### src/hw/ingress_pkg.sv
// Router ingress aggregator shared sizes
// Port count, converged word geometry, buffer depth and counter width
`default_nettype none

package ingress_pkg;

    ////////////////////////////////////////////////////////////////////////////
    // Ports

    // Byte-wide physical ingress ports
    localparam int num_ports     = 3;
    // Wide enough to tag any port on the converged bus
    localparam int port_idx_bits = 2;

    ////////////////////////////////////////////////////////////////////////////
    // Converged word

    localparam int word_bytes = 4;
    localparam int word_bits  = word_bytes * 8;

    ////////////////////////////////////////////////////////////////////////////
    // Buffering and statistics

    // Words per port FIFO, kept a power of two
    localparam int fifo_depth     = 8;
    localparam int fifo_addr_bits = 3;

    localparam int cnt_bits = 16;

endpackage

`default_nettype wire

### src/hw/ing_word_if.sv
// Packed word stream between ingress stages
// Carries data with byte keep, end of packet and a valid/ready handshake
`default_nettype none

interface ing_word_if;

    logic [ingress_pkg::word_bits-1:0]  data;
    // One bit per byte lane, lane 0 first
    logic [ingress_pkg::word_bytes-1:0] keep;
    logic                               last;
    logic                               valid;
    logic                               ready;

    // Producer side
    modport src (
        output data,
        output keep,
        output last,
        output valid,
        input  ready
    );

    // Consumer side
    modport snk (
        input  data,
        input  keep,
        input  last,
        input  valid,
        output ready
    );

endinterface

`default_nettype wire

### src/hw/ingress_arbiter.sv
// Ingress round-robin merge
// Whole packets from the port FIFOs onto one bus, tagged with their source port
`default_nettype none

module ingress_arbiter (
    input  logic                                   core_clk_ifc,
    input  logic                                   reset,
    ing_word_if.snk                                ports [ingress_pkg::num_ports],
    output logic [ingress_pkg::word_bits-1:0]      out_data,
    output logic [ingress_pkg::word_bytes-1:0]     out_keep,
    output logic                                   out_last,
    output logic                                   out_valid,
    input  logic                                   out_ready,
    output logic [ingress_pkg::port_idx_bits-1:0]  out_port
);

    logic [ingress_pkg::num_ports-1:0]  valid_vec;
    logic [ingress_pkg::word_bits-1:0]  data_arr [ingress_pkg::num_ports];
    logic [ingress_pkg::word_bytes-1:0] keep_arr [ingress_pkg::num_ports];
    logic [ingress_pkg::num_ports-1:0]  last_vec;

    logic [ingress_pkg::port_idx_bits-1:0] grant_q;
    logic [ingress_pkg::port_idx_bits-1:0] rr_ptr;
    logic [ingress_pkg::port_idx_bits-1:0] pick;
    logic [ingress_pkg::port_idx_bits-1:0] sel;
    logic [ingress_pkg::port_idx_bits-1:0] rr_next;
    logic                                  busy;

    ////////////////////////////////////////////////////////////////////////////
    // Flatten the port streams so they can be indexed by grant

    for (genvar i = 0; i < ingress_pkg::num_ports; i++) begin : g_port
        assign valid_vec[i] = ports[i].valid;
        assign data_arr[i]  = ports[i].data;
        assign keep_arr[i]  = ports[i].keep;
        assign last_vec[i]  = ports[i].last;
        // Only the selected FIFO sees the output ready
        assign ports[i].ready = out_ready && (sel == (ingress_pkg::port_idx_bits)'(i));
    end

    ////////////////////////////////////////////////////////////////////////////
    // Round-robin choice, starting the search at rr_ptr

    always_comb begin
        int  idx;
        logic found;
        pick  = rr_ptr;
        found = 1'b0;
        for (int k = 0; k < ingress_pkg::num_ports; k++) begin
            idx = int'(rr_ptr) + k;
            if (idx >= ingress_pkg::num_ports) begin
                idx = idx - ingress_pkg::num_ports;
            end
            if (!found && valid_vec[idx]) begin
                pick  = (ingress_pkg::port_idx_bits)'(idx);
                found = 1'b1;
            end
        end
    end

    // Locked grant inside a packet, fresh choice between packets
    assign sel = busy ? grant_q : pick;

    assign rr_next = (sel == (ingress_pkg::port_idx_bits)'(ingress_pkg::num_ports - 1)) ?
                     '0 : sel + 1'b1;

    assign out_valid = busy ? valid_vec[grant_q] : (|valid_vec);
    assign out_data  = data_arr[sel];
    assign out_keep  = keep_arr[sel];
    assign out_last  = last_vec[sel];
    assign out_port  = sel;

    // Grant locks as soon as a word is offered so a stalled output stays stable
    always_ff @(posedge core_clk_ifc) begin
        if (reset) begin
            busy    <= 1'b0;
            grant_q <= '0;
            rr_ptr  <= '0;
        end else if (out_valid && out_ready && out_last) begin
            busy   <= 1'b0;
            rr_ptr <= rr_next;
        end else if (!busy && (|valid_vec)) begin
            busy    <= 1'b1;
            grant_q <= pick;
        end
    end

endmodule

`default_nettype wire

### src/hw/port_packer.sv
// Ingress port packer
// Packs a byte stream into keep-masked words, drops disabled packets, counts frames
`default_nettype none

module port_packer (
    input  logic                              core_clk_ifc,
    input  logic                              reset,
    input  logic [7:0]                        in_data,
    input  logic                              in_valid,
    input  logic                              in_last,
    output logic                              in_ready,
    input  logic                              enable,
    input  logic                              cnt_clear,
    output logic [ingress_pkg::cnt_bits-1:0]  frame_cnt,
    ing_word_if.src                           words
);

    ////////////////////////////////////////////////////////////////////////////
    // State

    logic [ingress_pkg::word_bits-1:0]      word_data;
    logic [ingress_pkg::word_bytes-1:0]     word_keep;
    logic                                   word_last;
    logic                                   word_valid;

    // Lane of the next byte within the word
    logic [$clog2(ingress_pkg::word_bytes)-1:0] byte_pos;
    // Set between the first and last byte of a packet
    logic                                   in_pkt;
    // Current packet is being discarded
    logic                                   drop_pkt;

    logic                                   drop_now;
    logic                                   byte_fire;
    logic                                   word_done;
    logic [ingress_pkg::word_bytes-1:0]     keep_now;

    ////////////////////////////////////////////////////////////////////////////
    // Handshake

    // Enable only matters at the first byte of a packet
    assign drop_now = in_pkt ? drop_pkt : !enable;

    // Dropped bytes never touch the word register, so they are always taken
    assign in_ready  = drop_now || !word_valid || words.ready;
    assign byte_fire = in_valid && in_ready;

    // Word complete on the top lane (word_bytes is a power of two) or at end of packet
    assign word_done = byte_fire && !drop_now && ((&byte_pos) || in_last);

    // Lanes up to and including the current one
    always_comb begin
        for (int b = 0; b < ingress_pkg::word_bytes; b++) begin
            keep_now[b] = (b <= int'(byte_pos));
        end
    end

    ////////////////////////////////////////////////////////////////////////////
    // Control

    always_ff @(posedge core_clk_ifc) begin
        if (reset) begin
            word_valid <= 1'b0;
            byte_pos   <= '0;
            in_pkt     <= 1'b0;
            drop_pkt   <= 1'b0;
        end else begin
            if (word_valid && words.ready) begin
                word_valid <= 1'b0;
            end
            if (word_done) begin
                word_valid <= 1'b1;
            end
            if (byte_fire) begin
                in_pkt <= !in_last;
                if (!in_pkt) begin
                    drop_pkt <= !enable;
                end
                if (!drop_now) begin
                    byte_pos <= in_last ? '0 : byte_pos + 1'b1;
                end
            end
        end
    end

    // Word payload, upper lanes cleared at the start of every word
    always_ff @(posedge core_clk_ifc) begin
        if (byte_fire && !drop_now) begin
            if (byte_pos == '0) begin
                word_data <= {{(ingress_pkg::word_bits - 8){1'b0}}, in_data};
            end else begin
                word_data[8*byte_pos +: 8] <= in_data;
            end
        end
        if (word_done) begin
            word_keep <= keep_now;
            word_last <= in_last;
        end
    end

    assign words.data  = word_data;
    assign words.keep  = word_keep;
    assign words.last  = word_last;
    assign words.valid = word_valid;

    ////////////////////////////////////////////////////////////////////////////
    // Frame counter

    always_ff @(posedge core_clk_ifc) begin
        if (reset || cnt_clear) begin
            frame_cnt <= '0;
        end else if (byte_fire && in_last && !drop_now) begin
            frame_cnt <= frame_cnt + 1'b1;
        end
    end

endmodule

`default_nettype wire

### src/hw/router_ingress.sv
// Router ingress aggregator top
// Byte ports packed, buffered and merged onto one tagged 32-bit bus
`default_nettype none

module router_ingress (
    input  logic                                    core_clk_ifc,
    input  logic                                    reset,

    // Byte-wide ingress ports
    input  logic [7:0]                              in_data [ingress_pkg::num_ports],
    input  logic [ingress_pkg::num_ports-1:0]       in_valid,
    input  logic [ingress_pkg::num_ports-1:0]       in_last,
    output logic [ingress_pkg::num_ports-1:0]       in_ready,

    // Per-port control and statistics
    input  logic [ingress_pkg::num_ports-1:0]       port_enable,
    input  logic [ingress_pkg::num_ports-1:0]       cnt_clear,
    output logic [ingress_pkg::cnt_bits-1:0]        frame_cnt [ingress_pkg::num_ports],

    // Converged bus
    output logic [ingress_pkg::word_bits-1:0]       out_data,
    output logic [ingress_pkg::word_bytes-1:0]      out_keep,
    output logic                                    out_last,
    output logic                                    out_valid,
    input  logic                                    out_ready,
    output logic [ingress_pkg::port_idx_bits-1:0]   out_port
);

    ////////////////////////////////////////////////////////////////////////////
    // Word streams, packer to FIFO and FIFO to arbiter

    ing_word_if pack_words [ingress_pkg::num_ports] ();
    ing_word_if fifo_words [ingress_pkg::num_ports] ();

    ////////////////////////////////////////////////////////////////////////////
    // Per-port path

    for (genvar i = 0; i < ingress_pkg::num_ports; i++) begin : g_port
        port_packer u_packer (
            .core_clk_ifc (core_clk_ifc),
            .reset        (reset),
            .in_data      (in_data[i]),
            .in_valid     (in_valid[i]),
            .in_last      (in_last[i]),
            .in_ready     (in_ready[i]),
            .enable       (port_enable[i]),
            .cnt_clear    (cnt_clear[i]),
            .frame_cnt    (frame_cnt[i]),
            .words        (pack_words[i])
        );

        word_fifo u_fifo (
            .core_clk_ifc (core_clk_ifc),
            .reset        (reset),
            .wr           (pack_words[i]),
            .rd           (fifo_words[i])
        );
    end

    ////////////////////////////////////////////////////////////////////////////
    // Merge

    ingress_arbiter u_arbiter (
        .core_clk_ifc (core_clk_ifc),
        .reset        (reset),
        .ports        (fifo_words),
        .out_data     (out_data),
        .out_keep     (out_keep),
        .out_last     (out_last),
        .out_valid    (out_valid),
        .out_ready    (out_ready),
        .out_port     (out_port)
    );

endmodule

`default_nettype wire

### src/hw/word_fifo.sv
// Per-port word FIFO
// Buffers packed words and pushes back-pressure upstream when full
`default_nettype none

module word_fifo (
    input  logic     core_clk_ifc,
    input  logic     reset,
    ing_word_if.snk  wr,
    ing_word_if.src  rd
);

    logic [ingress_pkg::word_bits-1:0]  mem_data [ingress_pkg::fifo_depth];
    logic [ingress_pkg::word_bytes-1:0] mem_keep [ingress_pkg::fifo_depth];
    logic                               mem_last [ingress_pkg::fifo_depth];

    logic [ingress_pkg::fifo_addr_bits-1:0] wr_ptr;
    logic [ingress_pkg::fifo_addr_bits-1:0] rd_ptr;
    // One extra bit so a full FIFO is distinguishable from an empty one
    logic [ingress_pkg::fifo_addr_bits:0]   count;

    logic wr_fire;
    logic rd_fire;

    assign wr.ready = !count[ingress_pkg::fifo_addr_bits];
    assign rd.valid = (count != '0);

    assign wr_fire = wr.valid && wr.ready;
    assign rd_fire = rd.valid && rd.ready;

    // Head of queue drives the read side directly
    assign rd.data = mem_data[rd_ptr];
    assign rd.keep = mem_keep[rd_ptr];
    assign rd.last = mem_last[rd_ptr];

    always_ff @(posedge core_clk_ifc) begin
        if (wr_fire) begin
            mem_data[wr_ptr] <= wr.data;
            mem_keep[wr_ptr] <= wr.keep;
            mem_last[wr_ptr] <= wr.last;
        end
    end

    always_ff @(posedge core_clk_ifc) begin
        if (reset) begin
            wr_ptr <= '0;
            rd_ptr <= '0;
            count  <= '0;
        end else begin
            if (wr_fire) begin
                wr_ptr <= wr_ptr + 1'b1;
            end
            if (rd_fire) begin
                rd_ptr <= rd_ptr + 1'b1;
            end
            // Simultaneous push and pop leaves occupancy unchanged
            if (wr_fire && !rd_fire) begin
                count <= count + 1'b1;
            end else if (rd_fire && !wr_fire) begin
                count <= count - 1'b1;
            end
        end
    end

endmodule

`default_nettype wire

### config.mk
export PLATFORM = sky130hd
export DESIGN_NAME = router_ingress
export DESIGN_NICKNAME = d
export VERILOG_FILES = /design/src/hw/ingress_pkg.sv /design/src/hw/ing_word_if.sv /design/src/hw/ingress_arbiter.sv /design/src/hw/port_packer.sv /design/src/hw/router_ingress.sv /design/src/hw/word_fifo.sv
export SDC_FILE = /design/constraint.sdc
export NUM_CORES = 1
export LEC_CHECK = 0
export BUFFER_PORTS_ARGS = -buffer_cell sky130_fd_sc_hd__buf_2
export CORE_MARGIN = 10
export CORE_UTILIZATION = 55
export CTS_CLUSTER_DIAMETER = 120
export CTS_CLUSTER_SIZE = 14
export DETAILED_ROUTE_END_ITERATION = 8
export GPL_ROUTABILITY_DRIVEN = 0
export PLACE_DENSITY = 0.84
export SLEW_MARGIN = 20
export SYNTH_ARGS = -nofsm -noshare
export SYNTH_HDL_FRONTEND = slang
export SYNTH_HIERARCHICAL = 1
export SYNTH_SLANG_ARGS = --single-unit
### constraint.sdc
create_clock -name core_clk_ifc -period 4.5 [get_ports core_clk_ifc]
set_input_delay 0.675 -clock core_clk_ifc [delete_from_list [all_inputs] [get_ports core_clk_ifc]]
set_output_delay 0.675 -clock core_clk_ifc [all_outputs]
set_load 0.05 [all_outputs]
==> run metrics, run 1 <==
clock sink count 1103; Final Max Slew Viols 0; Syn Inst Count 2479; min cycle time layout 4.58 ns; root buffer cell clkbuf_16; failing checks setup timing; P_leak 0.0158 uW; Crit Path Max Fanout 40; vias in the first global route 25000; Synth Area in XOR/XNOR 0.487%; H-tree Lvls 3; Hold Crit Endpoint g_port[0].u_packer/in_pkt; R2R Path End g_port[0].u_fifo/count[3]; Mean Syn Cell Area 18.1 um2; r2r startpoint g_port[1].u_fifo/count[1]; compound-cell area share of the yosys netlist 3.50%; layout overhead on the synthesized area 11.2%; non-filler cells, final 3770; Layout Skew 0.0259 ns; Hold Vio Cnt, Final 0; Main synth FF type edfxtp_1; post-route setup slack -0.0766 ns; top-count cell post-synth edfxtp_1; Min-Delay Path Class in -> reg; Vias 25000; Async SR Flop Fraction 0%; Core Region 80800 um2; CP Class reg -> out; Max-slew headroom 31.0%; critical-path cell list or4_4, mux2_2, a311o_1, a31oi_1, o211a_1, buf_4, nor2_4, buf_12, o21ai_0, buf_2; row count 104; DR pass1 iterations 7; cts hold-fix bufs 0; total die area 93600 um2; Ys Warns 6; EDFF count, synth 996; CTS Buf Count 89; R2R cell count 16; first-pass GRT wire length 162000 um; largest cells by area after synthesis edfxtp_1 66%, mux4_2 9.2%, dfxtp_1 4.8%, mux2_2 2.9%, mux4_1 2.3%; nets@finish 2728; io pins 130; worst ir drop on vdd 0.631 mV; share of cells above drive strength 1 25.8%; WP buf/inv 3; PD cells 527 nW/um2; initial antenna violation count 5; clock slew at reported path FFs 0.07 ns; Longest Clk Path Bufs 3; IO Port Bufs 129; max-cap check violation count 0; hold path startpoint in_valid[0]; share of the synthesized area in the top cell type 66.5%; Final Cycle Share 102%; All-Layer GR Usage 23.0%; fin util 61.9%; Worst setup EP type output pin; Mapped Area 45000 um2; initial drt markers 3383; Reg2Reg Setup Slack 0.01 ns; #FFs+latches synth 1103; Worst EP required 3.83 ns; Detail Placement HPWL 64000 um; Hold Slack 0.271 ns; mux contribution to synthesized area 15.5%; status finished, violations left; Synth Area in Adders 1.30%; vias per std cell 6.63; Setup WS pre-CTS 0.00899 ns; measured slew at the worst slew-check pin 1.02 ns; total wire length 115000 um; GRT overflow 0; # DRC 0; CP Launch Type flip-flop; die width 306 um; Synth area leader edfxtp_1; Post-Place Cells 3601; simple-gate share of the synthesized area 5.81%; Synth cell types 72; Routed Antenna Nets 0; Seq/Total Area, Yosys 71.2%; Initial Util 55.7%; Die Y 306 um; Critical Path Max Stage Delay 0.58 ns; FILL cells 5229; worst-skew pair later-pin latency 0.67 ns; CP max-delay cell or4_4; Final setup viols 14; largest net degree at the start of global routing 41; Hold Path Depth 2; Syn Nets 2563; largest family of logic cells by synthesized area multiplexers; Fmax 0.219 GHz; CTS tree yes; wire length per cell 30.4 um; crit path DAT 3.90 ns; Commonest cells post-synth 996 x edfxtp_1, 183 x mux4_2, 136 x a21oi_1; RSZ-0062 raised after global routing yes; cell family with most CP delay compound AO/OA/AOI/OAI gates
[cells by family (layout without fill, tap and decap cells)]
kind of cell / after synthesis / count (layout)
other cells: 3 / 4
simple gates: 483 / 483
buf+inv: 165 / 395
fa+ha+maj: 45 / 45
compound gates: 265 / 265
flops: 1103 / 1103
xor+xnor: 25 / 25
mux: 390 / 390
[area by class of cell]
cell class              count  area (um2)  share of cell area, %
repair buffers            201        1510                   3.03
diodes                      1        2.50                0.00500
clock buffers             148        2470                   4.94
clock inverters             8         103                  0.205
well taps                1060        1330                   2.65
multi-input cells        1211       12400                   24.8
inverters                  38         143                  0.285
flip-flops and latches   1103       32100                   64.1
[worst max-delay path by stage]
stage | start | endpoint | slack, ns | cells after the start
after floorplan | g_port[1].u_fifo/count[1] | g_port[0].u_fifo/count[3] | -0.10 | 18
after global placement | g_port[1].u_fifo/count[1] | g_port[0].u_fifo/count[3] | 0.22 | 15
after detailed placement | g_port[1].u_fifo/count[1] | g_port[0].u_fifo/count[3] | 0.009 | 15
after CTS | g_port[1].u_fifo/count[1] | out_data[25] | -0.04 | 11
after global routing | g_port[0].u_fifo/count[1] | g_port[1].u_fifo/count[3] | -0.16 | 15
final | g_port[1].u_fifo/count[1] | out_data[26] | -0.08 | 10
[per-stage QoR]
stage	total power (uW)	area, um2	setup TNS, ns
floorplan	16100	45000	-0.326
global placement	17600	46900	0
detailed placement	17800	46900	0
CTS	25700	49700	-0.148
global route	27000	50000	-2.41
finish	26400	50000	-0.467
[state kept, by name, summed over array words and instances (netlist names), named ones only]
name                         count
g_port.u_fifo/mem_data         768
g_port.u_fifo/count             12
g_port.u_fifo/mem_last          24
g_port.u_packer/byte_pos         6
g_port.u_packer/words.keep       9
g_port.u_packer/words.data      96
g_port.u_fifo/mem_keep          96
g_port.u_fifo/wr_ptr             9
g_port.u_packer/in_pkt           3
g_port.u_packer/words.valid      3
g_port.u_fifo/rd_ptr             9
g_port.u_packer/words.last       3
g_port.u_packer/frame_cnt       48
u_arbiter/grant_q                2
u_arbiter/rr_ptr                 2
g_port.u_packer/drop_pkt         3
u_arbiter/busy                   1
[power by group]
group,internal [uW],switching [uW],leakage [uW]
Clock,3760,3580,0.00122
Combinational,2580,4780,0.00466
Sequential,11400,307,0.00993
Total,17700,8670,0.0158
[worst reg2reg max path, stage by stage (launching register included)]
cell and delay, ns:
dfxtp_2 0.35, or4_4 0.59, mux2_2 0.31, a311o_1 0.41, a31oi_1 0.30, o211a_1 0.27
buf_4 0.15, nor2_4 0.05, nor3_2 0.23, nand2_1 0.15, ha_1 0.23, inv_1 0.15
ha_1 0.30, a21oi_1 0.23, a211oi_1 0.10, a31oi_1 0.21, mux2_2 0.36
[cell usage in the layout, fill, tap and decap left out, types with 39 or more instances in the layout]
| master | Yosys | layout |
|---|---|---|
| a21oi_1 | 136 | 135 |
| buf_2 | 21 | 95 |
| buf_4 | 10 | 80 |
| clkbuf_1 | 51 | 58 |
| clkbuf_16 | 0 | 93 |
| dfxtp_1 | 107 | 97 |
| edfxtp_1 | 996 | 996 |
| mux2_2 | 116 | 116 |
| mux4_1 | 39 | 39 |
| mux4_2 | 183 | 183 |
| nand2_1 | 74 | 74 |
| nand2b_1 | 89 | 89 |
| nand3_1 | 93 | 93 |
| nor2_1 | 85 | 65 |
| o21ai_0 | 60 | 41 |
[layer usage]
layer | global-route usage [%] | share of wire [%] | vias to the layer above
li1 | - | - | 10200
met1 | 28.7 | 34 | 12600
met2 | 38.1 | 49 | 1848
met3 | 4.43 | 11 | 369
met4 | 12.3 | 6.3 | 8
met5 | 0 | 0.042 | -
[timing repair]
action / 4_1_cts / 5_1_grt
setup buffers: 7 / 1
endpoints found under the setup margin: 39 / 40
resized for setup: 54 / 71
gates cloned: 1 / 4
pin swaps: 4 / 2
No activity file was read; power rests on OpenSTA's default activity.
==> inputs of run 2 (changes only) <==
- SYNTH_HIERARCHICAL: 1 -> not set
==> run 2 against run 1 <==
The run now ends clean. Sequential share of layout area up 1.3 points. Utilization down 0.12 points. Synthesized area down 4.2%. Via count down 6.0%. First-iteration DRC count down 11%. Fmax up 3.4%. Flip-flop and latch count down 24. Die area down 4.0%. Total power up 2.8%. Sequential power about the same. Critical path type unchanged. Critical endpoint is now out_data[16].
==> run metrics, run 2 <==
top-count cell post-synth edfxtp_1; P_sw 9400 uW (+8.5%); Ys Warns 0 (-6); commonest non-fill, non-tap cell in the layout edfxtp_1; switching share of power 34.7% (+1.8 points); max-cap check violation count 0 (unchanged); total die area 89900 um2 (-4.0%); All-Layer GR Usage 23.1% (+0.066 points); Crit Path Max Fanout 37 (-7.5%); H-tree Lvls 3 (unchanged); status complete, no violations; Routed Antenna Nets 0 (unchanged); vias per std cell 6.47 (-2.5%); crit path DAT 3.75 ns (-0.15 ns); Internal Power 17700 uW (about the same); Final Cycle Share 98.4% (-3.3 points); GRT overflow 0 (unchanged); post-route setup slack 0.0737 ns (+0.150 ns); nets@finish 2634 (-3.4%); Final setup viols 0 (-14); Synth cell types 70 (-2.8%); largest net degree at the start of global routing 53 (+29%); io pins 130 (unchanged); Main synth FF type edfxtp_1; max reg flops 768 (unchanged); wire length per cell 28.7 um (-5.4%); Die Y 300 um (-2.0%); CTS Buf Count 87 (-2.2%); share of the synthesized area in the top cell type 67.7% (+1.3 points); root buffer cell clkbuf_16; Min-Delay Path Class in -> reg; #FFs+latches synth 1079 (-2.2%); Core Region 77600 um2 (-4.0%); Reg with most FFs g_port.u_fifo.mem_data; total wire length 105000 um (-8.8%); Final Max Slew Viols 0 (unchanged); Syn Inst Count 2408 (-2.9%); Hold Slack 0.316 ns (+0.0451 ns); share of cells above drive strength 1 23.0% (-2.8 points); Longest Clk Path Bufs 3 (unchanged); Worst EP required 3.83 ns (about the same); Layout Skew 0.0318 ns (+0.00594 ns); cts hold-fix bufs 0 (unchanged); Hold Vio Cnt, Final 0 (unchanged); Synth area leader edfxtp_1; first-pass GRT wire length 155000 um (-4.6%); DR pass1 iterations 6 (-1); Initial Util 55.5% (-0.15 points); clock slew at reported path FFs 0.07 ns (about the same); Detail Placement HPWL 62400 um (-2.5%); CP Launch Type flip-flop; Seq/Total Area, Yosys 72.7% (+1.5 points); sequential cell fraction of total power 42.4% (-1.8 points); busiest layer in global routing met2; worst-skew pair later-pin latency 0.66 ns (about the same); Mapped Area 43100 um2 (-4.2%); commonest non-fill, non-tap cells in the layout 972 x edfxtp_1, 216 x mux4_2, 144 x a21oi_1; vias in the first global route 24100 (-3.6%); # DRC 0 (unchanged); PD cells 565 nW/um2 (+7.2%); RSZ-0062 raised after global routing yes; largest cells by area after synthesis edfxtp_1 68%, mux4_2 11%, dfxtp_1 5.0%, mux2i_1 2.0%, a21oi_1 1.7%; CTS tree yes; IO Port Bufs 129 (unchanged); Mean Syn Cell Area 17.9 um2 (-1.4%); Logic pwr share 31.5% (+3.6 points); die width 300 um (-2.0%); Worst setup EP type output pin; met2 Use GR 37.4% (-0.66 points); CP Class reg -> out; Syn Nets 2491 (-2.8%); Clock power frac 26.0% (-1.8 points); Async SR Flop Fraction 0% (unchanged); met3 Use GR 4.69% (+0.26 points); Commonest cells post-synth 972 x edfxtp_1, 216 x mux4_2, 154 x nor2_1; worst ir drop on vdd 0.828 mV (+31%); EDFF count, synth 972 (-2.4%); initial drt markers 3026 (-11%); Fmax 0.226 GHz (+3.4%); GRT met1 Usage 29.6% (+0.96 points); layout overhead on the synthesized area 11.3% (about the same); row count 102 (-1.9%); clock sink count 1079 (-2.2%); Max-slew headroom 30.3% (-0.69 points); initial antenna violation count 3 (-2); Vias 23500 (-6.0%); Tot Pwr 27100 uW (+2.8%); measured slew at the worst slew-check pin 1.04 ns (+0.0187 ns); min cycle time layout 4.43 ns (-0.150 ns); Setup WS pre-CTS 0.243 ns (+0.234 ns); P_leak 0.0151 uW (-4.3%)
-- run 2: area by class of cell --
| type | instances | area, um2 |
|---|---|---|
| Clock inverter | 7 | 155 |
| Fill cell | 5085 | 29600 |
| Tap cell | 1040 | 1300 |
| Timing Repair Buffer | 184 | 1340 |
| Clock buffer | 126 | 2340 |
| Inverter | 25 | 98.8 |
| Antenna cell | 1 | 2.50 |
| Multi-Input combinational cell | 1174 | 11400 |
| Sequential cell | 1079 | 31400 |
-- run 2: critical path: stages, from the launching register on --
cell and delay, ns:
dfxtp_1 0.39, or4_4 0.55, a211o_1 0.32, o31a_1 0.35, a21o_1 0.21, a21boi_2 0.35, inv_6 0.25, o22ai_1 0.33
buf_2 0.33
-- run 2: power by group through the flow --
stage | combinational (uW) | clock [uW] | sequential (uW)
3_5_place_dp | 8070 | 0 | 11700
3_3_place_gp | 7810 | 0 | 11700
2_1_floorplan | 5570 | 0 | 11500
4_1_cts | 8350 | 7110 | 11500
6_report | 8540 | 7060 | 11500
5_1_grt | 8840 | 7470 | 11500
-- run 2: logic make-up after synthesis --
logic type	synth area share [%]
fa+ha+maj	1.33
compound gates	3.08
xor+xnor	1.22
buf+inv	1.41
mux	14.2
flops	72.7
simple gates	6.01
-- run 2: final timing paths --
check,startpoint,endpoint,slack [ns],depth (start not counted)
worst max-delay path,g_port[1].u_fifo.count[0],out_data[16],0.07,8
worst min-delay path,port_enable[2],g_port[2].u_packer.drop_pkt,0.32,3
worst max register to register,g_port[1].u_fifo.count[0],g_port[1].u_fifo.count[3],0.32,15
worst min register to register,g_port[0].u_packer.drop_pkt,g_port[0].u_packer.drop_pkt,0.48,2
-- run 2: stage by stage --
step	utilization (%)	instance area (um2)	TNS (ns)	std cells
2_1_floorplan	-	43100	0	2408
3_3_place_gp	58.4	45300	0	3500
3_5_place_dp	58.4	45300	0	3500
4_1_cts	61.7	47900	0	3634
5_1_grt	61.8	48000	-0.0214	3636
6_report	61.8	48000	0	3636
-- run 2: metal layers --
metal | wire length (um) | share of wire, %
met2 | 50900 | 49
met5 | 0 | 0
met4 | 5410 | 5.2
met1 | 36700 | 35
met3 | 11600 | 11
-- run 2: timing repair --
item | 4_1_cts | 5_1_grt
gates resized for setup | 6 | 14
pin swaps | 1 | 1
gates cloned | 1 | 0
setup endpoints to repair | 39 | 39
setup buffers | 0 | 1
